File: config.mk
export PLATFORM = sky130hd
export DESIGN_NAME = register_file
export DESIGN_NICKNAME = d
export VERILOG_FILES = /design/src/rtl/legv8_datapath_pkg.sv /design/src/rtl/register_file.sv
export SDC_FILE = /design/constraint.sdc
export NUM_CORES = 2
export LEC_CHECK = 0
export BUFFER_PORTS_ARGS = -buffer_cell sky130_fd_sc_hd__buf_2
export CAP_MARGIN = 30
export CORE_ASPECT_RATIO = 1.2
export CORE_MARGIN = 10
export CORE_UTILIZATION = 45
export DETAILED_ROUTE_END_ITERATION = 10
export PLACE_DENSITY_LB_ADDON = 0.08
export SLEW_MARGIN = 10
export SYNTH_ARGS = -nofsm -noshare
export SYNTH_HDL_FRONTEND = slang
export SYNTH_SLANG_ARGS = --single-unit
File: constraint.sdc
create_clock -name CLOCK -period 3 [get_ports CLOCK]
set_input_delay 0.6 -clock CLOCK [delete_from_list [all_inputs] [get_ports CLOCK]]
set_output_delay 0.6 -clock CLOCK [all_outputs]
set_load 0.1 [all_outputs]
File: src/rtl/legv8_datapath_pkg.sv
package legv8_datapath_pkg;

  localparam int xlen           = 64;
  localparam int reg_addr_width = 5;
  localparam int num_regs       = 32;

  localparam logic [reg_addr_width-1:0] zero_reg = 5'd31;  // x31 reads as zero

  // ALU control codes, same encoding as the classic LEGv8 ALU
  typedef enum logic [3:0] {
    alu_and = 4'b0000,
    alu_orr = 4'b0001,
    alu_add = 4'b0010,
    alu_sub = 4'b0110
  } alu_op_t;

  localparam logic [xlen-1:0] pc_step = 64'd4;

  // Register i comes out of reset holding i, x31 holds zero
  function automatic logic [xlen-1:0] reset_value(int idx);
    logic [xlen-1:0] val;
    val = xlen'(idx);
    if (idx[reg_addr_width-1:0] == zero_reg) begin
      val = '0;
    end
    return val;
  endfunction

endpackage

File: src/rtl/register_file.sv
`timescale 1ns/100ps

module register_file (
  input  logic                                          CLOCK,
  input  logic                                          rst,
  input  logic [legv8_datapath_pkg::reg_addr_width-1:0] rs1_addr,
  input  logic [legv8_datapath_pkg::reg_addr_width-1:0] rs2_addr,
  input  logic                                          wb_en,
  input  logic [legv8_datapath_pkg::reg_addr_width-1:0] wb_addr,
  input  logic [legv8_datapath_pkg::xlen-1:0]           wb_data,
  output logic [legv8_datapath_pkg::xlen-1:0]           rs1_data,
  output logic [legv8_datapath_pkg::xlen-1:0]           rs2_data
);

  logic [legv8_datapath_pkg::xlen-1:0] regs [legv8_datapath_pkg::num_regs];

  always_ff @(posedge CLOCK) begin
    if (rst) begin
      for (int i = 0; i < legv8_datapath_pkg::num_regs; i++) begin
        regs[i] <= legv8_datapath_pkg::reset_value(i);
      end
    end else if (wb_en && (wb_addr != legv8_datapath_pkg::zero_reg)) begin
      regs[wb_addr] <= wb_data;  // Writes to x31 dropped
    end
  end

  // No internal bypass, a write lands one edge after it is presented
  assign rs1_data = (rs1_addr == legv8_datapath_pkg::zero_reg) ? '0 : regs[rs1_addr];
  assign rs2_data = (rs2_addr == legv8_datapath_pkg::zero_reg) ? '0 : regs[rs2_addr];

  a_wb_addr_known: assert property (@(posedge CLOCK) disable iff (rst)
    wb_en |-> !$isunknown(wb_addr))
    else $error("register write with unknown address");

endmodule

# [Word level (Yosys, flattened, before mapping)]
# Memories as Yosys holds them, arrays and structs flattened.
# Index checks and enable logic that the tools add are counted.
# Widths: inputs -> output; s select.
[classes] eq_ne=3 n_mux=11 reduce_logical=2
[op_table] op="$mux 64" count=4
[op_table] op="$reduce_or 64->1" count=1
[op_table] op="$eq 5x5->1 const B" count=2
[op_table] op="$mux 1" count=6
[op_table] op="$mux 5" count=1
[op_table] op="$ne 5x5->1 const B" count=1
[op_table] op="$logic_and 1x1->1" count=1
[word_totals] regBits=0 ram_bits=2048 out_inout_bits=128 wordCells=17 memories=1
[memory_table] name="regs" depth=32 word_bits=64 read_ports=2 rd_clocked_by_memory_dff=0 write_ports=32 line_no="register_file.sv:15" rtl="logic [legv8_datapath_pkg::xlen-1:0] regs [legv8_datapath_pkg::num_regs];"

# [Longest topological paths before layout]
[logic_depth] depth_word=7 mapped_depth=10

# [Least setup slack after synthesis]
# No wires, ideal clock.
[synth_path] path_type="input -> output" startpoint="input rs2_addr[0] (netlist bit)" endpoint="output rs2_data[50] (netlist bit)" t_arrival_ps=6412 t_required_ps=2400 slack_ps=-4012 cell_stages=9 path_cell_list="buf_4 > buf_2 > buf_4 > buf_6 > buf_6 > mux2i_1 > o22ai_1 > nor3_1 > a2111oi_0"
[synth_between] elab_chain_cells=2
[synth_rtl] element="from (decl)" line_no="register_file.sv:7" rtl="input logic [legv8_datapath_pkg::reg_addr_width-1:0] rs2_addr,"
[synth_rtl] element="$mem_v2 32x64 / $eq 5x5->1 (equally long branches)"
[synth_rtl] element="$mux 64 (*)" line_no="register_file.sv:29" rtl="assign rs2_data = (rs2_addr == legv8_datapath_pkg::zero_reg) ? '0 : regs[rs2_addr];"
[synth_rtl] element="to (decl)" line_no="register_file.sv:12" rtl="output logic [legv8_datapath_pkg::xlen-1:0] rs2_data"
# Mark *: on every way between the ends. The rest lies on a longest branch, timed or not.

==> reports/qor.yml <==
status:
  outcome: "finished with violations"
  violations: "setup timing"
clock_tree:
  cts_buffer_depth: 4
  clock_sinks: 2048
  cts-root-buf: "clkbuf_16"
  cts.clk_slew.worst_paths_ns: 0.06
  htree_levels: 4
  tritoncts: "done"
  cts_made_buffers: 224
synthesis:
  synth_edf_count: 2048
  async_reset_ff_share_pct: 0
  ys_ff_latch: 2048
  syn_area_per_cell_um2: 15.88
  synth-main-ff-cell: "edfxtp_1"
  synth.distinct_cells: 38
  yosys_warnings: 0
  syn_area_mm2: 0.1083
  netlist_instances: 6821
  synth-seq-area-share_pct: 56.77
grt:
  busiest_layer: "met2"
  grt_use_met1_pct: 42.88
  grt_antenna_before_repair: 64
  grt_pass1_wl_mm: 596.3
  use_met3_pct: 5.974
  grt.total_usage_pct: 33.05
  grt_max_degree: 71
  grt_pass1_vias: 72170
  grt-ovfl-total: 0
  grtUsageMet2_pct: 53.39
placement:
  dpl_cell_area_mm2: 0.1217
  gp_congestion: 0.8308
  port_buffers: 209
  place_hpwl_mm: 248.2
  dpl_worst_slack_ns: -0.6218
  dp_cells: 10220
sta:
  period_share_pct: 118.0
  post-route-min-period_ns: 3.541
  relSlewSlack_pct: 32.04
  final_max_slew_viol_count: 0
  setup_viol: 128
  worst_pin_slew_ns: 1.019
  finalHoldViolations: 0
  timing.fmax_ghz: 0.2824
  rsz0062_at_grt: "yes"
  setup_ws_ns: -0.5407
drt:
  viasPerCell: 6.606
  drc_errors: 0
  drt_pass1_iterations: 6
  wl_mm: 438.1
  vias: 71370
  drt_iter0_markers: 10440
  routedWlPerCell_um: 40.55
  antenna_left: 0
power_and_ir_drop:
  power_mw: 74.98
  irDropWorstVdd_uv: 524.9
  power_leakage_nw: 46.98
  p_per_area_mw_per_mm2: 559.8
floorplan:
  ios: 210
  die_w_um: 467.9
  coreArea_mm2: 0.2398
  rows: 197
  initial_core_util_pct: 45.17
  die_h_um: 557.5
  die_area_mm2: 0.2608
critical_path:
  crit_required_ns: 2.40
  arrival_ns: 2.94
  cp_max_fo: 2
  worstSetupStartpointType: "flip-flop"
  setup.worst_path.class: "flip-flop to output pin"
  end_kind: "output pin"
layout:
  synthToLayoutAreaGrowth_pct: 23.65
  final_cell_mix: "edfxtp_1 (2048), and2_1 (1909), mux4_2 (1060)"
  layout_commonest_cell: "edfxtp_1"
  largest_reg_flops: 2048
  fin_cells: 10800
  layout-drive-gt1-share_pct: 37.28
  final_util_pct: 55.85
  design_area_mm2: 0.1339
  top_register: "regs"
  nets: 7480
  reg.largest.list: "regs (2048)"
min_path:
  min_path_type: "input pin to flip-flop"
run:
  drv_cap: 0
-- kinds of logic after synthesis --
group / count (synthesis) / share of synthesized area [%]
simple gates: 2232 / 12.64
compound gates: 342 / 2.264
mux: 1396 / 25.16
buf+inv: 802 / 3.155
flops: 2048 / 56.77
other cells: 1 / 0.003462
-- cell usage after synthesis (17+ instances only) --
master	number	area share, %
a21oi_1	30	0.14
buf_6	19	0.20
nor2_1	74	0.26
nand2_1	17	0.059
clkbuf_1	559	1.9
a22oi_1	30	0.21
o2bb2ai_1	40	0.32
buf_4	37	0.26
nor3_1	43	0.20
inv_1	51	0.18
or3_1	77	0.44
mux2i_1	318	2.9
mux4_2	1060	22
o221ai_1	54	0.44
nor2b_1	25	0.14
o22ai_1	60	0.35
mux2_2	18	0.19
and2_1	1909	11
a211oi_1	34	0.24
or2_2	34	0.20
o21ai_0	49	0.23
edfxtp_1	2048	57
and3_1	29	0.17
buf_2	100	0.46
buf_1	34	0.12
-- power breakdown --
part           total (mW)  switching, mW  internal [mW]
logic                13.8           7.90           5.94
registers            33.9          0.800           33.1
clock network        27.3           12.0           15.3
-- layer usage --
layer  wire length [µm]  share of wire, %
met1             159400                36
met4              24860               5.7
met5                118             0.027
met3              43270               9.9
met2             210500                48
-- cell type report --
type | count | area (µm²)
diodes | 39 | 97.59
clock buffers | 272 | 5849
clock inverters | 137 | 1116
fillers | 18650 | 105900
inverters | 53 | 214.0
multi-input cells | 4034 | 46800
flip-flops and latches | 2048 | 61500
well taps | 3184 | 3984
repair buffers | 1037 | 14380
-- timing repair --
action	4_1_cts	5_1_grt
buffers inserted	87	35
endpoints found under the setup margin	128	128
resized for setup	671	114
hold buffers	0	0
cloned	28	13
pin swaps	123	51
-- worst max-delay path, stage by stage (launching register included) --
cell	delay, ns
edfxtp_1	0.40
mux4_2	0.51
mux4_2	0.57
o22ai_4	0.21
nor3_4	0.11
buf_12	0.21
-- path summary, 6_finish.rpt --
kind	start	end	slack [ns]	depth (start not counted)
max	regs[16][3]	rs2_data[3]	-0.54	5
min	wb_data[11]	regs[30][11]	0.27	2
-- through the flow --
| step | TNS, ns | hold WS (ns) |
|---|---|---|
| 3_3_place_gp | -57.86 | 1.202 |
| 3_5_place_dp | -58.69 | 1.209 |
| 6_report | -39.65 | 0.2711 |
| 2_1_floorplan | -20.19 | 0.7795 |
| 5_1_grt | -43.57 | 0.2962 |
| 4_1_cts | -42.21 | 0.2196 |
Note: power is estimated with default switching activity, not from simulation.
