### src/rtl/legv8_datapath_pkg.sv
package legv8_datapath_pkg;

  localparam int xlen           = 64;
  localparam int reg_addr_width = 5;
  localparam int num_regs       = 32;

  localparam logic [reg_addr_width-1:0] zero_reg = 5'd31;  // x31 reads as zero

  // ALU control codes, same encoding as the classic LEGv8 ALU
  typedef enum logic [3:0] {
    alu_and = 4'b0000,
    alu_orr = 4'b0001,
    alu_add = 4'b0010,
    alu_sub = 4'b0110
  } alu_op_t;

  localparam logic [xlen-1:0] pc_step = 64'd4;

  // Register i comes out of reset holding i, x31 holds zero
  function automatic logic [xlen-1:0] reset_value(int idx);
    logic [xlen-1:0] val;
    val = xlen'(idx);
    if (idx[reg_addr_width-1:0] == zero_reg) begin
      val = '0;
    end
    return val;
  endfunction

endpackage

### src/rtl/legv8_isa_pkg.sv
package legv8_isa_pkg;

  localparam int instr_width  = 32;
  localparam int opcode_width = 11;

  // Full 11-bit opcode field, R-type and D-type share the same position
  typedef enum logic [opcode_width-1:0] {
    op_add  = 11'b10001011000,
    op_sub  = 11'b11001011000,
    op_and  = 11'b10001010000,
    op_orr  = 11'b10101010000,
    op_ldur = 11'b11111000010,
    op_stur = 11'b11111000000
  } opcode_t;

  localparam int rd_lsb     = 0;   // Rd, also Rt for loads and stores
  localparam int rn_lsb     = 5;   // Rn, base register for D-type
  localparam int rm_lsb     = 16;  // Rm, R-type only
  localparam int dt_imm_lsb = 12;  // D-type address offset
  localparam int opcode_lsb = 21;

  localparam int dt_imm_width = 9;

  // What an operation does as it moves down the pipe
  typedef enum logic [1:0] {
    kind_bubble = 2'b00,
    kind_alu    = 2'b01,
    kind_load   = 2'b10,
    kind_store  = 2'b11
  } instr_kind_t;

endpackage

### src/rtl/fetch_decode.sv
`timescale 1ns/100ps

module fetch_decode #(
  parameter logic [legv8_datapath_pkg::xlen-1:0] reset_pc = '0
) (
  input  logic                                          CLOCK,
  input  logic                                          rst,
  input  logic [legv8_isa_pkg::instr_width-1:0]         instr,
  output logic [legv8_datapath_pkg::xlen-1:0]           pc,
  output logic [legv8_datapath_pkg::reg_addr_width-1:0] rs1_addr,
  output logic [legv8_datapath_pkg::reg_addr_width-1:0] rs2_addr,
  output legv8_isa_pkg::instr_kind_t                    kind,
  output legv8_datapath_pkg::alu_op_t                   alu_op,
  output logic [legv8_datapath_pkg::reg_addr_width-1:0] rd,
  output logic [legv8_datapath_pkg::xlen-1:0]           imm
);

  localparam int aw = legv8_datapath_pkg::reg_addr_width;
  localparam int iw = legv8_isa_pkg::dt_imm_width;

  logic [legv8_isa_pkg::instr_width-1:0] fetch_ir;  // IF/ID instruction word
  legv8_isa_pkg::opcode_t                opcode;
  logic [aw-1:0]                         rm_field;
  logic [aw-1:0]                         rt_field;
  logic [iw-1:0]                         dt_imm;

  always_ff @(posedge CLOCK) begin
    if (rst) begin
      pc       <= reset_pc;
      fetch_ir <= '0;  // Opcode 0 decodes as a bubble
    end else begin
      pc       <= pc + legv8_datapath_pkg::pc_step;
      fetch_ir <= instr;
    end
  end

  assign opcode   = legv8_isa_pkg::opcode_t'(
                      fetch_ir[legv8_isa_pkg::opcode_lsb +: legv8_isa_pkg::opcode_width]);
  assign rm_field = fetch_ir[legv8_isa_pkg::rm_lsb +: aw];
  assign rt_field = fetch_ir[legv8_isa_pkg::rd_lsb +: aw];
  assign dt_imm   = fetch_ir[legv8_isa_pkg::dt_imm_lsb +: iw];

  always_comb begin
    alu_op = legv8_datapath_pkg::alu_add;  // Address add for loads and stores
    case (opcode)
      legv8_isa_pkg::op_add:  kind = legv8_isa_pkg::kind_alu;
      legv8_isa_pkg::op_sub: begin
        kind   = legv8_isa_pkg::kind_alu;
        alu_op = legv8_datapath_pkg::alu_sub;
      end
      legv8_isa_pkg::op_and: begin
        kind   = legv8_isa_pkg::kind_alu;
        alu_op = legv8_datapath_pkg::alu_and;
      end
      legv8_isa_pkg::op_orr: begin
        kind   = legv8_isa_pkg::kind_alu;
        alu_op = legv8_datapath_pkg::alu_orr;
      end
      legv8_isa_pkg::op_ldur: kind = legv8_isa_pkg::kind_load;
      legv8_isa_pkg::op_stur: kind = legv8_isa_pkg::kind_store;
      default:                kind = legv8_isa_pkg::kind_bubble;  // Unknown opcode
    endcase
  end

  assign rs1_addr = fetch_ir[legv8_isa_pkg::rn_lsb +: aw];
  // Stores read Rt as the second operand, ALU forms read Rm
  assign rs2_addr = (kind == legv8_isa_pkg::kind_store) ? rt_field : rm_field;
  assign rd       = rt_field;
  assign imm      = {{(legv8_datapath_pkg::xlen - iw){dt_imm[iw-1]}}, dt_imm};

  a_pc_aligned: assert property (@(posedge CLOCK) disable iff (rst) pc[1:0] == 2'b00)
    else $error("pc lost word alignment: %h", pc);

endmodule

### config.mk
export PLATFORM = sky130hd
export DESIGN_NAME = fetch_decode
export DESIGN_NICKNAME = d
export VERILOG_FILES = /design/src/rtl/legv8_datapath_pkg.sv /design/src/rtl/legv8_isa_pkg.sv /design/src/rtl/fetch_decode.sv
export SDC_FILE = /design/constraint.sdc
export NUM_CORES = 1
export LEC_CHECK = 0
export BUFFER_PORTS_ARGS = -buffer_cell sky130_fd_sc_hd__buf_2
export CAP_MARGIN = 20
export CORE_AREA = 2 2 103 105
export CTS_CLUSTER_SIZE = 14
export DETAILED_ROUTE_END_ITERATION = 10
export DIE_AREA = 0 0 105 107
export PLACE_DENSITY = 0.74
export SYNTH_ARGS = -nofsm -noshare
export SYNTH_HDL_FRONTEND = slang
export SYNTH_SLANG_ARGS = --single-unit
### constraint.sdc
create_clock -name CLOCK -period 4.6 [get_ports CLOCK]
set_input_delay 0.46 -clock CLOCK [delete_from_list [all_inputs] [get_ports CLOCK]]
set_output_delay 0.46 -clock CLOCK [all_outputs]
set_load 0.05 [all_outputs]
======== Word level (Yosys, flattened, before mapping) ========
Index checks and enable logic that the tools add are counted.
storage, ports and cells
  output and inout bits ................... 149
  bits in writable memories ............... 0
  memories ................................ 0
  latch bits .............................. 0
  memory bits (read-only) ................. 0
  bits in registers ....................... 96
  logic and storage cells ................. 14
operators by class
  equal/unequal tests ..................... 7
  divide/modulo/power cells ............... 0
  reduce and logical (&&, ||, !) cells .... 1
  bitwise gates (word level) .............. 0
  magnitude comparators ................... 0
  multiply operators ...................... 0
  add/subtract/negate cells ............... 1
  muxes and demuxes ....................... 3
  shift-type cells ........................ 0
operators with widths
  cell                     count
  $eq A11 B11 Y1 const B   6
  $add A64 B3 Y64 const B  1
  $pmux W3 S3              1
  $pmux W2 S3              1
  $mux W5                  1
  $reduce_or A4 Y1         1
  $eq A2 B2 Y1 const B     1

======== Depth between registers and ports, before layout ========
  depth in word-level cells ............... 5
  mapped depth ............................ 7

======== Worst setup path before layout ========
OpenSTA, ideal clock, no wires.
  path kind ............................... flip-flop to output port
  start ................................... reg fetch_ir[21] (netlist name)
  end ..................................... out kind[1]
  slack ................................... 1874 ps
  arrival ................................. 2266 ps
  cell stages (with the launch flop) ...... 4
  cells stage by stage .................... dfxtp_1 or3_1 or4_1 nor3_1
on the way
  longest elaborated chain between the ends .. 3
RTL lines
  item                               line                text
  from (decl)                        fetch_decode.sv:21  logic [legv8_isa_pkg::instr_width-1:0] fetch_ir;
  from (signal assigned)             fetch_decode.sv:33  fetch_ir <= instr;
  $eq A11 B11 Y1                     fetch_decode.sv:45  case (opcode)
  $reduce_or A4 Y1 (no source line)  -
  $pmux W2 S3 (*)                    fetch_decode.sv:45
  to (decl)                          fetch_decode.sv:12  output legv8_isa_pkg::instr_kind_t kind,
Mark *: on every way between the ends. The rest lies on a longest branch, timed or not.

======== Worst setup path after layout ========
  start ................................... reg fetch_ir[21] (netlist name)
  end ..................................... out rs2_addr[2] (netlist name)
on the way
  longest elaborated chain between the ends .. 5
RTL lines
  item                               line                text
  $eq A11 B11 Y1                     fetch_decode.sv:45
  $reduce_or A4 Y1 (no source line)  -
  $pmux W2 S3 (*)                    fetch_decode.sv:45
  $eq A2 B2 Y1 (*)                   fetch_decode.sv:67  assign rs2_addr = (kind == legv8_isa_pkg::kind_store) ? rt_field : rm_field;
  $mux W5 (*)                        fetch_decode.sv:67
  to (decl)                          fetch_decode.sv:11  output logic [legv8_datapath_pkg::reg_addr_width-1:0] rs2_addr,
Marks and branches as above.

==> impl_metrics.toml <==
[worst_hold_path]
hp-start = "instr[9]"
min_path_cells = 2
holdPathEnd = "fetch_ir[9]"
worst_hold_path_type = "in2reg"

[layout]
utilization_pct = 50.4
nets = 637
drive_gt1_share_pct = 34.5
diodes = 0
post-route-cell-area_um2 = 5080
syn_to_final_growth_pct = 14.8

[clock_network]
clock_path_buffers = 2
cts_hold_buf = 0
clock-sinks = 92
post_cts_buffers = 0
clock_latency_ns = 0.36
clockRootBuffer = "clkbuf_8"
cts_tree = "built"
cts_buffers = 9
clk_pin_slew_ns = 0.09
htree_num_levels = 3
postCtsResizedCells = 0

[sta]
grt_setup_unrepaired = "no"
hold_violations = 0
tns_ns = 0
max_slew.worst_pin.slew_ns = 0.830
period_needed_ns = 3.04
report.final.slew_viol_count = 0
setup_viol = 0
max_freq_mhz = 329
slew-limit-headroom_pct = 44.6
fin_crit_sh_pct = 66.2
finalClockSkew_ns = 0.00648

[worst_setup_path]
worst_setup_path_start_kind = "register"
reg2reg_from = "pc[7]"
worstPathRequired_ns = 4.14
crit_family = "simple AND/OR/NAND/NOR gates"
arrival_ns = 2.58
critPathSlowestCell = "or4_1"
slowest_delay_ns = 0.56
worstSetupEndpointType = "primary output"
path_class = "reg2out"
r2r_setup_slack_ns = 2.06
reg2reg_to = "pc[39]"
rr_worst_depth = 5
critPathMaxFanout = 6
worstPathCellList = "or3_1 -> or4_1 -> nor4_4 -> mux2_2 -> buf_2"
path_buf_inv = 1

[pwr]
p_total_mw = 1.62
total_leakage_power_nw = 2.25
powerDensity_nw_per_um2 = 319
ir_drop_mv = 0.201

[synth]
synth_area_um2 = 4430
synth_edf_count = 0
synth_commonest_cells = "92 x dfxtp_1, 77 x buf_4, 45 x nor2_1"
syn_area_per_cell_um2 = 8.81
dominantRegCellSynth = "dfxtp_1"
yosysMostFrequentCell = "dfxtp_1"
yosys_register_bits = 92
yosysSeqAreaShare_pct = 41.6
synth_area_leaders = "dfxtp_1 42%, buf_4 13%, xor2_1 5.1%"
yosys_warnings = 0
synth_area_leader_cell = "dfxtp_1"
synth.distinct_cells = 39
synth_top_area_share_pct = 41.6
syn-instance-count = 503
async_flop_share_pct = 0

[place]
place_area_um2 = 4860
io_buffer_count = 177
gp_congestion = 0.760
dpl.hpwl_um = 6990

[run_status]
status = "finished clean"

[grt]
antenna_found_initial = 0
grt_usage_pct = 16.8
grt_pass1_vias = 3219
grt_overflow = 0
grt_max_degree = 58
grt_pass1_wl_um = 15200

[route]
wl_um = 9620
drtIter0Drc = 118
postRouteAntennaNets = 0
via_per_inst = 5.00
drt_pre_antenna_iters = 4
post_drt_wl_per_cell_um = 13.0
drc = 0
vias = 3711

[die]
die_height_um = 107
io_pins = 183
row_count = 37
core_area_um2 = 10100
start_util_pct = 43.9
design.die.area_um2 = 11200
dieWidth_um = 105

[flow_run]
maxCapViolCount = 0
==> cell families (layout without fill, tap and decap cells) <==
family	Yosys count	count (layout)	synth area share (%)
AOI/OAI and AO/OA	50	50	6.24
and+or+nand+nor	214	214	28.1
other	1	3	0.0847
adders and majority gates	1	1	0.282
muxes	5	5	1.27
DFF	92	92	41.6
buffers and inverters	105	206	15.5
xor gates and xnor gates	35	35	6.92
==> registers in the layout, summed over array words and instances (netlist names) <==
signal    flops
fetch_ir     30
pc           62
==> routing by layer <==
layer | vias up | routed length, um | GRT usage [%] | share of wire (%)
met3 | 18 | 799 | 5.78 | 8.3
met5 | - | 0 | 0 | 0
met2 | 149 | 4760 | 29.5 | 50
li1 | 1836 | - | - | -
met4 | 0 | 170 | 6.57 | 1.8
met1 | 1708 | 3890 | 18.6 | 40
==> power breakdown <==
part,switching (mW),internal [mW],total (mW)
clock network,0.278,0.294,0.572
logic,0.178,0.0476,0.226
registers,0.0117,0.812,0.824
total,0.468,1.15,1.62
==> worst max-delay path by stage <==
stage,start,endpoint,slack (ns),depth (start not counted)
6_report,fetch_ir[21],rs2_addr[2],1.56,5
5_1_grt,fetch_ir[21],rs2_addr[0],1.44,5
4_1_cts,fetch_ir[21],rs2_addr[2],1.50,5
3_5_place_dp,fetch_ir[21],rs2_addr[2],1.91,5
3_3_place_gp,fetch_ir[21],rs2_addr[0],1.99,5
2_1_floorplan,fetch_ir[21],kind[1],1.87,3
==> final cells by class <==
type,instances,area (um2)
inverter,11,41.3
clock inverter,3,43.8
timing repair buffer,180,916
clock buffer,12,165
sequential,92,1840
tap,136,170
fill,991,5010
multi-input combinational,308,1910
==> per-stage QoR <==
stage	cells	worst slack, ns	hold slack [ns]
floorplan	505	1.87	0.588
global placement	726	1.99	0.459
detailed placement	726	1.91	0.491
CTS	741	1.50	0.288
global route	742	1.44	0.286
finish	742	1.56	0.304
==> placed cells by master, fill, tap and decap left out, drive strengths merged, types with 6 or more instances in the layout <==
cell type	synthesis	routed
dfxtp	92	92
nor4	8	8
clkbuf	11	12
and2	8	8
nor3	7	7
xnor2	9	9
and3	6	6
nand4	25	25
buf	83	180
a21oi	24	24
nor2b	31	31
inv	11	12
or3	18	18
xor2	26	26
or4	7	7
nand2	20	20
o31ai	6	6
nor2	45	45
o21ai	17	17
nand3	27	27
No activity file was read; power rests on OpenSTA's default activity.
