**config.mk**
```make
export PLATFORM = sky130hd
export DESIGN_NAME = execute_memory
export DESIGN_NICKNAME = d
export VERILOG_FILES = /design/src/rtl/legv8_datapath_pkg.sv /design/src/rtl/legv8_isa_pkg.sv /design/src/rtl/execute_memory.sv
export SDC_FILE = /design/constraint.sdc
export NUM_CORES = 1
export LEC_CHECK = 0
export BUFFER_PORTS_ARGS = -buffer_cell sky130_fd_sc_hd__buf_4
export CELL_PAD_IN_SITES_DETAIL_PLACEMENT = 0
export CELL_PAD_IN_SITES_GLOBAL_PLACEMENT = 2
export CORE_MARGIN = 8
export CORE_UTILIZATION = 35
export CTS_CLUSTER_SIZE = 20
export DETAILED_ROUTE_END_ITERATION = 16
export PLACE_DENSITY_LB_ADDON = 0.25
export SLEW_MARGIN = 20
export SYNTH_ARGS = -nofsm -noshare
export SYNTH_HDL_FRONTEND = slang
export SYNTH_SLANG_ARGS = --single-unit
```
**constraint.sdc**
```tcl
create_clock -name CLOCK -period 14.05 [get_ports CLOCK]
set_input_delay 4.215 -clock CLOCK [delete_from_list [all_inputs] [get_ports CLOCK]]
set_output_delay 4.215 -clock CLOCK [all_outputs]
set_load 0.02 [all_outputs]
```
**src/rtl/legv8_datapath_pkg.sv**
```systemverilog
package legv8_datapath_pkg;

  localparam int xlen           = 64;
  localparam int reg_addr_width = 5;
  localparam int num_regs       = 32;

  localparam logic [reg_addr_width-1:0] zero_reg = 5'd31;  // x31 reads as zero

  // ALU control codes, same encoding as the classic LEGv8 ALU
  typedef enum logic [3:0] {
    alu_and = 4'b0000,
    alu_orr = 4'b0001,
    alu_add = 4'b0010,
    alu_sub = 4'b0110
  } alu_op_t;

  localparam logic [xlen-1:0] pc_step = 64'd4;

  // Register i comes out of reset holding i, x31 holds zero
  function automatic logic [xlen-1:0] reset_value(int idx);
    logic [xlen-1:0] val;
    val = xlen'(idx);
    if (idx[reg_addr_width-1:0] == zero_reg) begin
      val = '0;
    end
    return val;
  endfunction

endpackage

```
**src/rtl/legv8_isa_pkg.sv**
```systemverilog
package legv8_isa_pkg;

  localparam int instr_width  = 32;
  localparam int opcode_width = 11;

  // Full 11-bit opcode field, R-type and D-type share the same position
  typedef enum logic [opcode_width-1:0] {
    op_add  = 11'b10001011000,
    op_sub  = 11'b11001011000,
    op_and  = 11'b10001010000,
    op_orr  = 11'b10101010000,
    op_ldur = 11'b11111000010,
    op_stur = 11'b11111000000
  } opcode_t;

  localparam int rd_lsb     = 0;   // Rd, also Rt for loads and stores
  localparam int rn_lsb     = 5;   // Rn, base register for D-type
  localparam int rm_lsb     = 16;  // Rm, R-type only
  localparam int dt_imm_lsb = 12;  // D-type address offset
  localparam int opcode_lsb = 21;

  localparam int dt_imm_width = 9;

  // What an operation does as it moves down the pipe
  typedef enum logic [1:0] {
    kind_bubble = 2'b00,
    kind_alu    = 2'b01,
    kind_load   = 2'b10,
    kind_store  = 2'b11
  } instr_kind_t;

endpackage

```
**src/rtl/execute_memory.sv**
```systemverilog
`timescale 1ns/100ps

module execute_memory (
  input  logic                                          CLOCK,
  input  logic                                          rst,
  input  legv8_isa_pkg::instr_kind_t                    kind,
  input  legv8_datapath_pkg::alu_op_t                   alu_op,
  input  logic [legv8_datapath_pkg::reg_addr_width-1:0] rd,
  input  logic [legv8_datapath_pkg::xlen-1:0]           imm,
  input  logic [legv8_datapath_pkg::xlen-1:0]           rs1_data,
  input  logic [legv8_datapath_pkg::xlen-1:0]           rs2_data,
  input  logic [legv8_datapath_pkg::xlen-1:0]           mem_rdata,
  output logic [legv8_datapath_pkg::xlen-1:0]           mem_addr,
  output logic [legv8_datapath_pkg::xlen-1:0]           mem_wdata,
  output logic                                          mem_read,
  output logic                                          mem_write,
  output logic                                          wb_en,
  output logic [legv8_datapath_pkg::reg_addr_width-1:0] wb_addr,
  output logic [legv8_datapath_pkg::xlen-1:0]           wb_data
);

  localparam int xlen = legv8_datapath_pkg::xlen;
  localparam int aw   = legv8_datapath_pkg::reg_addr_width;

  legv8_isa_pkg::instr_kind_t  dx_kind;  // ID/EX
  legv8_datapath_pkg::alu_op_t dx_alu_op;
  logic [aw-1:0]               dx_rd;
  logic [xlen-1:0]             dx_imm;
  logic [xlen-1:0]             dx_rs1;
  logic [xlen-1:0]             dx_rs2;

  logic [xlen-1:0]             alu_b;
  logic [xlen-1:0]             alu_result;

  legv8_isa_pkg::instr_kind_t  xm_kind;  // EX/MEM
  logic [aw-1:0]               xm_rd;
  logic [xlen-1:0]             xm_result;
  logic [xlen-1:0]             xm_store_data;

  logic                        mw_wb_en;  // MEM/WB
  logic                        mw_is_load;
  logic [aw-1:0]               mw_rd;
  logic [xlen-1:0]             mw_rdata;
  logic [xlen-1:0]             mw_result;

  always_ff @(posedge CLOCK) begin
    if (rst) begin
      dx_kind  <= legv8_isa_pkg::kind_bubble;
      xm_kind  <= legv8_isa_pkg::kind_bubble;
      mw_wb_en <= 1'b0;
    end else begin
      dx_kind  <= kind;
      xm_kind  <= dx_kind;
      mw_wb_en <= (xm_kind == legv8_isa_pkg::kind_alu) ||
                  (xm_kind == legv8_isa_pkg::kind_load);
    end
  end

  always_ff @(posedge CLOCK) begin
    dx_alu_op     <= alu_op;
    dx_rd         <= rd;
    dx_imm        <= imm;
    dx_rs1        <= rs1_data;
    dx_rs2        <= rs2_data;
    xm_rd         <= dx_rd;
    xm_result     <= alu_result;
    xm_store_data <= dx_rs2;  // Rt value for STUR
    mw_is_load    <= (xm_kind == legv8_isa_pkg::kind_load);
    mw_rd         <= xm_rd;
    mw_rdata      <= mem_rdata;
    mw_result     <= xm_result;
  end

  // Second operand is the offset for D-type
  assign alu_b = ((dx_kind == legv8_isa_pkg::kind_load) ||
                  (dx_kind == legv8_isa_pkg::kind_store)) ? dx_imm : dx_rs2;

  always_comb begin
    case (dx_alu_op)
      legv8_datapath_pkg::alu_and: alu_result = dx_rs1 & alu_b;
      legv8_datapath_pkg::alu_orr: alu_result = dx_rs1 | alu_b;
      legv8_datapath_pkg::alu_add: alu_result = dx_rs1 + alu_b;
      legv8_datapath_pkg::alu_sub: alu_result = dx_rs1 - alu_b;
      default:                     alu_result = '0;
    endcase
  end

  assign mem_addr  = xm_result;
  assign mem_wdata = xm_store_data;
  assign mem_read  = (xm_kind == legv8_isa_pkg::kind_load);
  assign mem_write = (xm_kind == legv8_isa_pkg::kind_store);

  assign wb_en   = mw_wb_en;
  assign wb_addr = mw_rd;
  assign wb_data = mw_is_load ? mw_rdata : mw_result;  // Load data or ALU result

  a_rw_exclusive: assert property (@(posedge CLOCK) disable iff (rst)
    !(mem_read && mem_write))
    else $error("mem_read and mem_write both high");

endmodule

```
# Word level (Yosys, flattened, before mapping)
# Cells that the tools add are included.
# word_totals
inputBits,269
out_inout_bits,200
register_bits,473
elab_cells,33
# classes
eq_ne,8
mux,3
reduce_logical,3
bitwise_logic,2
add_sub_neg,2
# ops
cell,count
64-bit one-hot mux with 4 select lines,1
64-bit two-way mux,2
64-bit adder,1
64-bit bitwise AND,1
64-bit OR,1
64-bit subtractor,1
2-bit equality test (second input constant),4
4-bit by 1-bit equality test with 1-bit output (second input constant),1
4-bit by 2-bit equality test with 1-bit output (second input constant),1
4-bit by 3-bit equality test with 1-bit output (second input constant),1
4-bit zero test,1
2-bit by 1-bit equality test with 1-bit output (second input constant),1
1-bit logical OR,2

# Logic depth before layout (Yosys ltp)
# depth
word_depth,5
depth_mapped,25
ltp_nobuf,20

# Least setup slack after synthesis
# OpenSTA, ideal clock, no wires.
# synth_timing
path_kind,register to output
from,reg mw_is_load
to,out wb_data[10] (netlist name)
t_required_ns,9.835
setup_slack_ns,8.477
arrival_ns,1.358
path_stages_with_launch,4
path_buffers,2
path_cell_list,dfxtp_1 clkbuf_1 clkbuf_1 mux2_2
# synth_between
elab_chain_len,1
# synth_rtl
item,line_no,text
from (decl),execute_memory.sv:41,logic mw_is_load;
from (signal assigned),execute_memory.sv:68,mw_is_load <= (xm_kind == legv8_isa_pkg::kind_load);
64-bit two-way mux,execute_memory.sv:95,assign wb_data = mw_is_load ? mw_rdata : mw_result;
to (decl),execute_memory.sv:19,output logic [legv8_datapath_pkg::xlen-1:0] wb_data
# Every way passes these cells.

# Worst setup path in the final report
# layout_timing
from,reg dx_kind[1]
to,reg xm_result[50] (netlist: mem_addr[50])
# layout_between
elab_chain_len,5
elab_cells_between_ends,9
# layout_rtl
item,line_no,text
from (decl),execute_memory.sv:25,legv8_isa_pkg::instr_kind_t dx_kind;
from (signal assigned),execute_memory.sv:48,dx_kind <= legv8_isa_pkg::kind_bubble;
from (signal assigned),execute_memory.sv:52,dx_kind <= kind;
2-bit equality test (on tied branches),"execute_memory.sv:75, execute_memory.sv:76",
1-bit logical OR (*),execute_memory.sv:75,assign alu_b = ((dx_kind == legv8_isa_pkg::kind_load) ||
64-bit two-way mux (*),execute_memory.sv:76,(dx_kind == legv8_isa_pkg::kind_store)) ? dx_imm : dx_rs2;
64-bit subtractor (tied with other cells),execute_memory.sv:83,legv8_datapath_pkg::alu_sub: alu_result = dx_rs1 - alu_b;
64-bit one-hot mux with 4 select lines (*),execute_memory.sv:79,case (dx_alu_op)
via alu_result[50],execute_memory.sv:33,logic [xlen-1:0] alu_result;
to (signal assigned),execute_memory.sv:66,xm_result <= alu_result;
to (decl),execute_memory.sv:37,logic [xlen-1:0] xm_result;
# The timed path passes the listed nets; every way through them passes the cells marked *.
# A chain may end at the register's enable or synchronous reset.

==> results.md <==
- Status: finished, violations left
- Violated checks: antenna violations
- Non-Filler Instances: 2845
- Via-to-Cell Ratio: 4.80
- Final Skew: 0.0192 ns
- Synth Cell Area: 17700 um^2
- Post-Synth Adder-Cell Area: 0.0663
- Sink Count: 473
- Port Buf Inserts: 468
- Sequential element share of the synthesized area: 0.536
- Via Count: 13.7k
- Initial detailed-routing violation count: 508
- HPWL after DPL: 44.0 mm
- Hold Vio Cnt, Final: 0
- Drt pass-1 iters: 5
- RSZ-0062 raised after global routing: false
- Arrival @ worst endpoint: 7.79 ns
- Die area: 57900 um^2
- Cell area after layout: 23400 um^2
- Hold WC Path Type: register to register
- Nets@finish: 2466
- CTS tree: built
- CTS H-Tree Depth: 2
- Synth Net Count: 2011
- Slew HR: 0.365
- Residual DRC: 0
- Initial cell density of the core: 0.354
- Combinational share of power: 0.181
- GRT overflow: 0
- FP Rows: 82
- Switching Share: 0.270
- Placed insts: 2754
- Fmax achieved: 136 MHz
- Clock buffer depth: 3
- Post-synthesis mux area share: 0.0811
- Tightest Pin Transition: 0.940 ns
- Crit path max fanout: 70
- Mean area per synthesized cell: 10.5 um^2
- Hold Buf Count CTS: 0
- Post-synth ARST share: 0
- Post-route setup TNS: 0 ns
- Final period utilization: 0.525
- Vias in the first global route: 14.2k
- All-Layer GR Usage: 0.187
- Clock Root Buffer: clkbuf_16
- Worst setup path class: register to register
- CTS buffer count: 48
- Antenna-violating nets left: 1
- Max-Cap Viols: 0
- Post-CTS Setup Inserts: 0
- Chip height: 241 um
- Core ar.: 50000 um^2
- Clk pwr share: 0.377
- Largest net degree at the start of global routing: 71
- Power Dens Cells: 144 nW/um^2
- Post-synth EDFFs: 0
- Simple-Gate Fraction of Synth Area: 0.0995
- Distinct cells, synth: 75
- Cell Area, Placed: 21800 um^2
- Int Power: 2.45 mW
- Clk pin slew, worst setup/hold paths: 0.06 ns
- CP startpoint kind: register
- Worst EP required: 14.46 ns
- Synth Area in Compound Gates: 0.128
- I/O pin count: 469
- Top FF cell, synth: dfxtp_1
- Commonest non-fill, non-tap cell in the layout: buf_4
- Global placement routability congestion: 0.845
- Sequential share of power: 0.442
- Resized cells post-CTS: 0
- Most frequent cells in the layout: buf_4 (478), dfxtp_1 (470), a21oi_1 (127)
- Clk_lat worst skew: 0.57 ns
- Drt wl/cell: 19.8 um
- Share of layout cells above drive strength 1: 0.301
- Peak supply drop: 77.0 uV
- Largest family of logic cells by synthesized area: compound AO/OA/AOI/OAI gates
- Chip width: 241 um
- First-pass GRT wire length: 84.5 mm
- Min cycle time layout: 7.37 ns
- Xor/xnor cell area share of the yosys netlist: 0.0615
- NetSw: 905 uW
- Max-slew violations: 0
- CP endpoint kind: register
- Finished Core Util: 0.468
- Finish-stage setup viols: 0
- Cells after Synth: 1677
- Area growth syn-to-layout: 32.3%
- FF+latch count, synth: 473
- Pleak: 10.4 nW
- Total wire length: 56.3 mm
- YS warnings: 0
- Initial antenna violation count: 2
- Final hold slack: 0.324 ns
## metrics by stage
step | power (mW) | setup WS, ns
final | 3.36 | 6.68
after global routing | 3.52 | 6.15
after CTS | 3.40 | 6.70
after detailed placement | 2.12 | 6.74
after global placement | 2.12 | 7.00
after floorplan | 1.88 | 8.48
## path summary, 6_finish.rpt
kind	from	endpoint	slack [ns]	cells past startpoint
setup / recovery	dx_kind[1]	mem_addr[50]	6.68	19
hold / removal	xm_rd[1]	wb_addr[1]	0.32	0
hold reg to reg	xm_rd[1]	wb_addr[1]	0.32	0
setup reg to reg	dx_kind[1]	mem_addr[50]	6.68	19
## synth_stat cells, types with 28 or more instances
cell      count  share of area
ha_1         64          0.045
nand2_1     103          0.022
nor3_1       28         0.0079
clkbuf_1     60          0.013
xor2_1       61          0.030
nor2_1      124          0.026
mux2i_1      54          0.031
xnor2_1      63          0.031
maj3_1       35          0.020
dfxtp_1     473           0.54
mux2_2       78          0.050
inv_1        43         0.0091
o21ai_0      60          0.017
a21o_1       40          0.017
o22ai_1      49          0.017
a21oi_1     127          0.036
## worst max-delay path: stages, from the launching register on
cell and delay [ns]:
dfxtp_4 0.91, buf_4 0.70, mux2i_1 0.41, o211ai_1 0.28, or4_1 0.79, a211oi_1 0.49
nand2_1 0.16, o21ai_0 0.23, xnor2_1 0.09, ha_1 0.41, nand4_1 0.19, or3_1 0.45
nor3_1 0.40, o21ai_0 0.39, a31oi_1 0.40, nor2_1 0.13, o21ai_0 0.36, a21oi_1 0.15
xor2_1 0.15, o22ai_1 0.08
## power by group through the flow
stage	Combinational [mW]	Clock [mW]	Sequential (mW)
global route	0.661	1.36	1.49
detailed placement	0.609	0	1.51
finish	0.608	1.27	1.48
CTS	0.612	1.30	1.48
floorplan	0.357	0	1.52
global placement	0.610	0	1.51
## registers in the layout (all words and copies together), names as in the netlist, 64 cells and up
register and flops:
mw_rdata 64, dx_imm 64, mem_addr 64, dx_rs2 64, mw_result 64, dx_rs1 64
mem_wdata 64
## per-layer routing
layer / vias to the layer above / part of all wire / global-route usage / routed length, um
met5: - / 0 / 0 / 0
met4: 0 / 0.023 / 0.0548 / 1310
met3: 78 / 0.070 / 0.0482 / 3930
met2: 367 / 0.48 / 0.321 / 27200
met1: 6419 / 0.42 / 0.228 / 23900
li1: 6804 / - / - / -
## cell families after synthesis
logic type | Yosys count
flip-flops | 473
AND/OR/NAND/NOR | 369
AO/OA/AOI/OAI | 362
multiplexers | 133
XOR/XNOR | 124
buffers and inverters | 116
adder cells (fa/ha/maj) | 100
## layout make-up
type	count	area (um^2)
inverter	43	161
clock buffer	71	1400
multi-input combinational	1088	7720
fill	4731	26600
timing repair buffer	478	3590
clock inverter	14	168
sequential	473	9480
antenna	6	15.0
tap	672	841
Note: power is estimated with default switching activity, not from simulation.
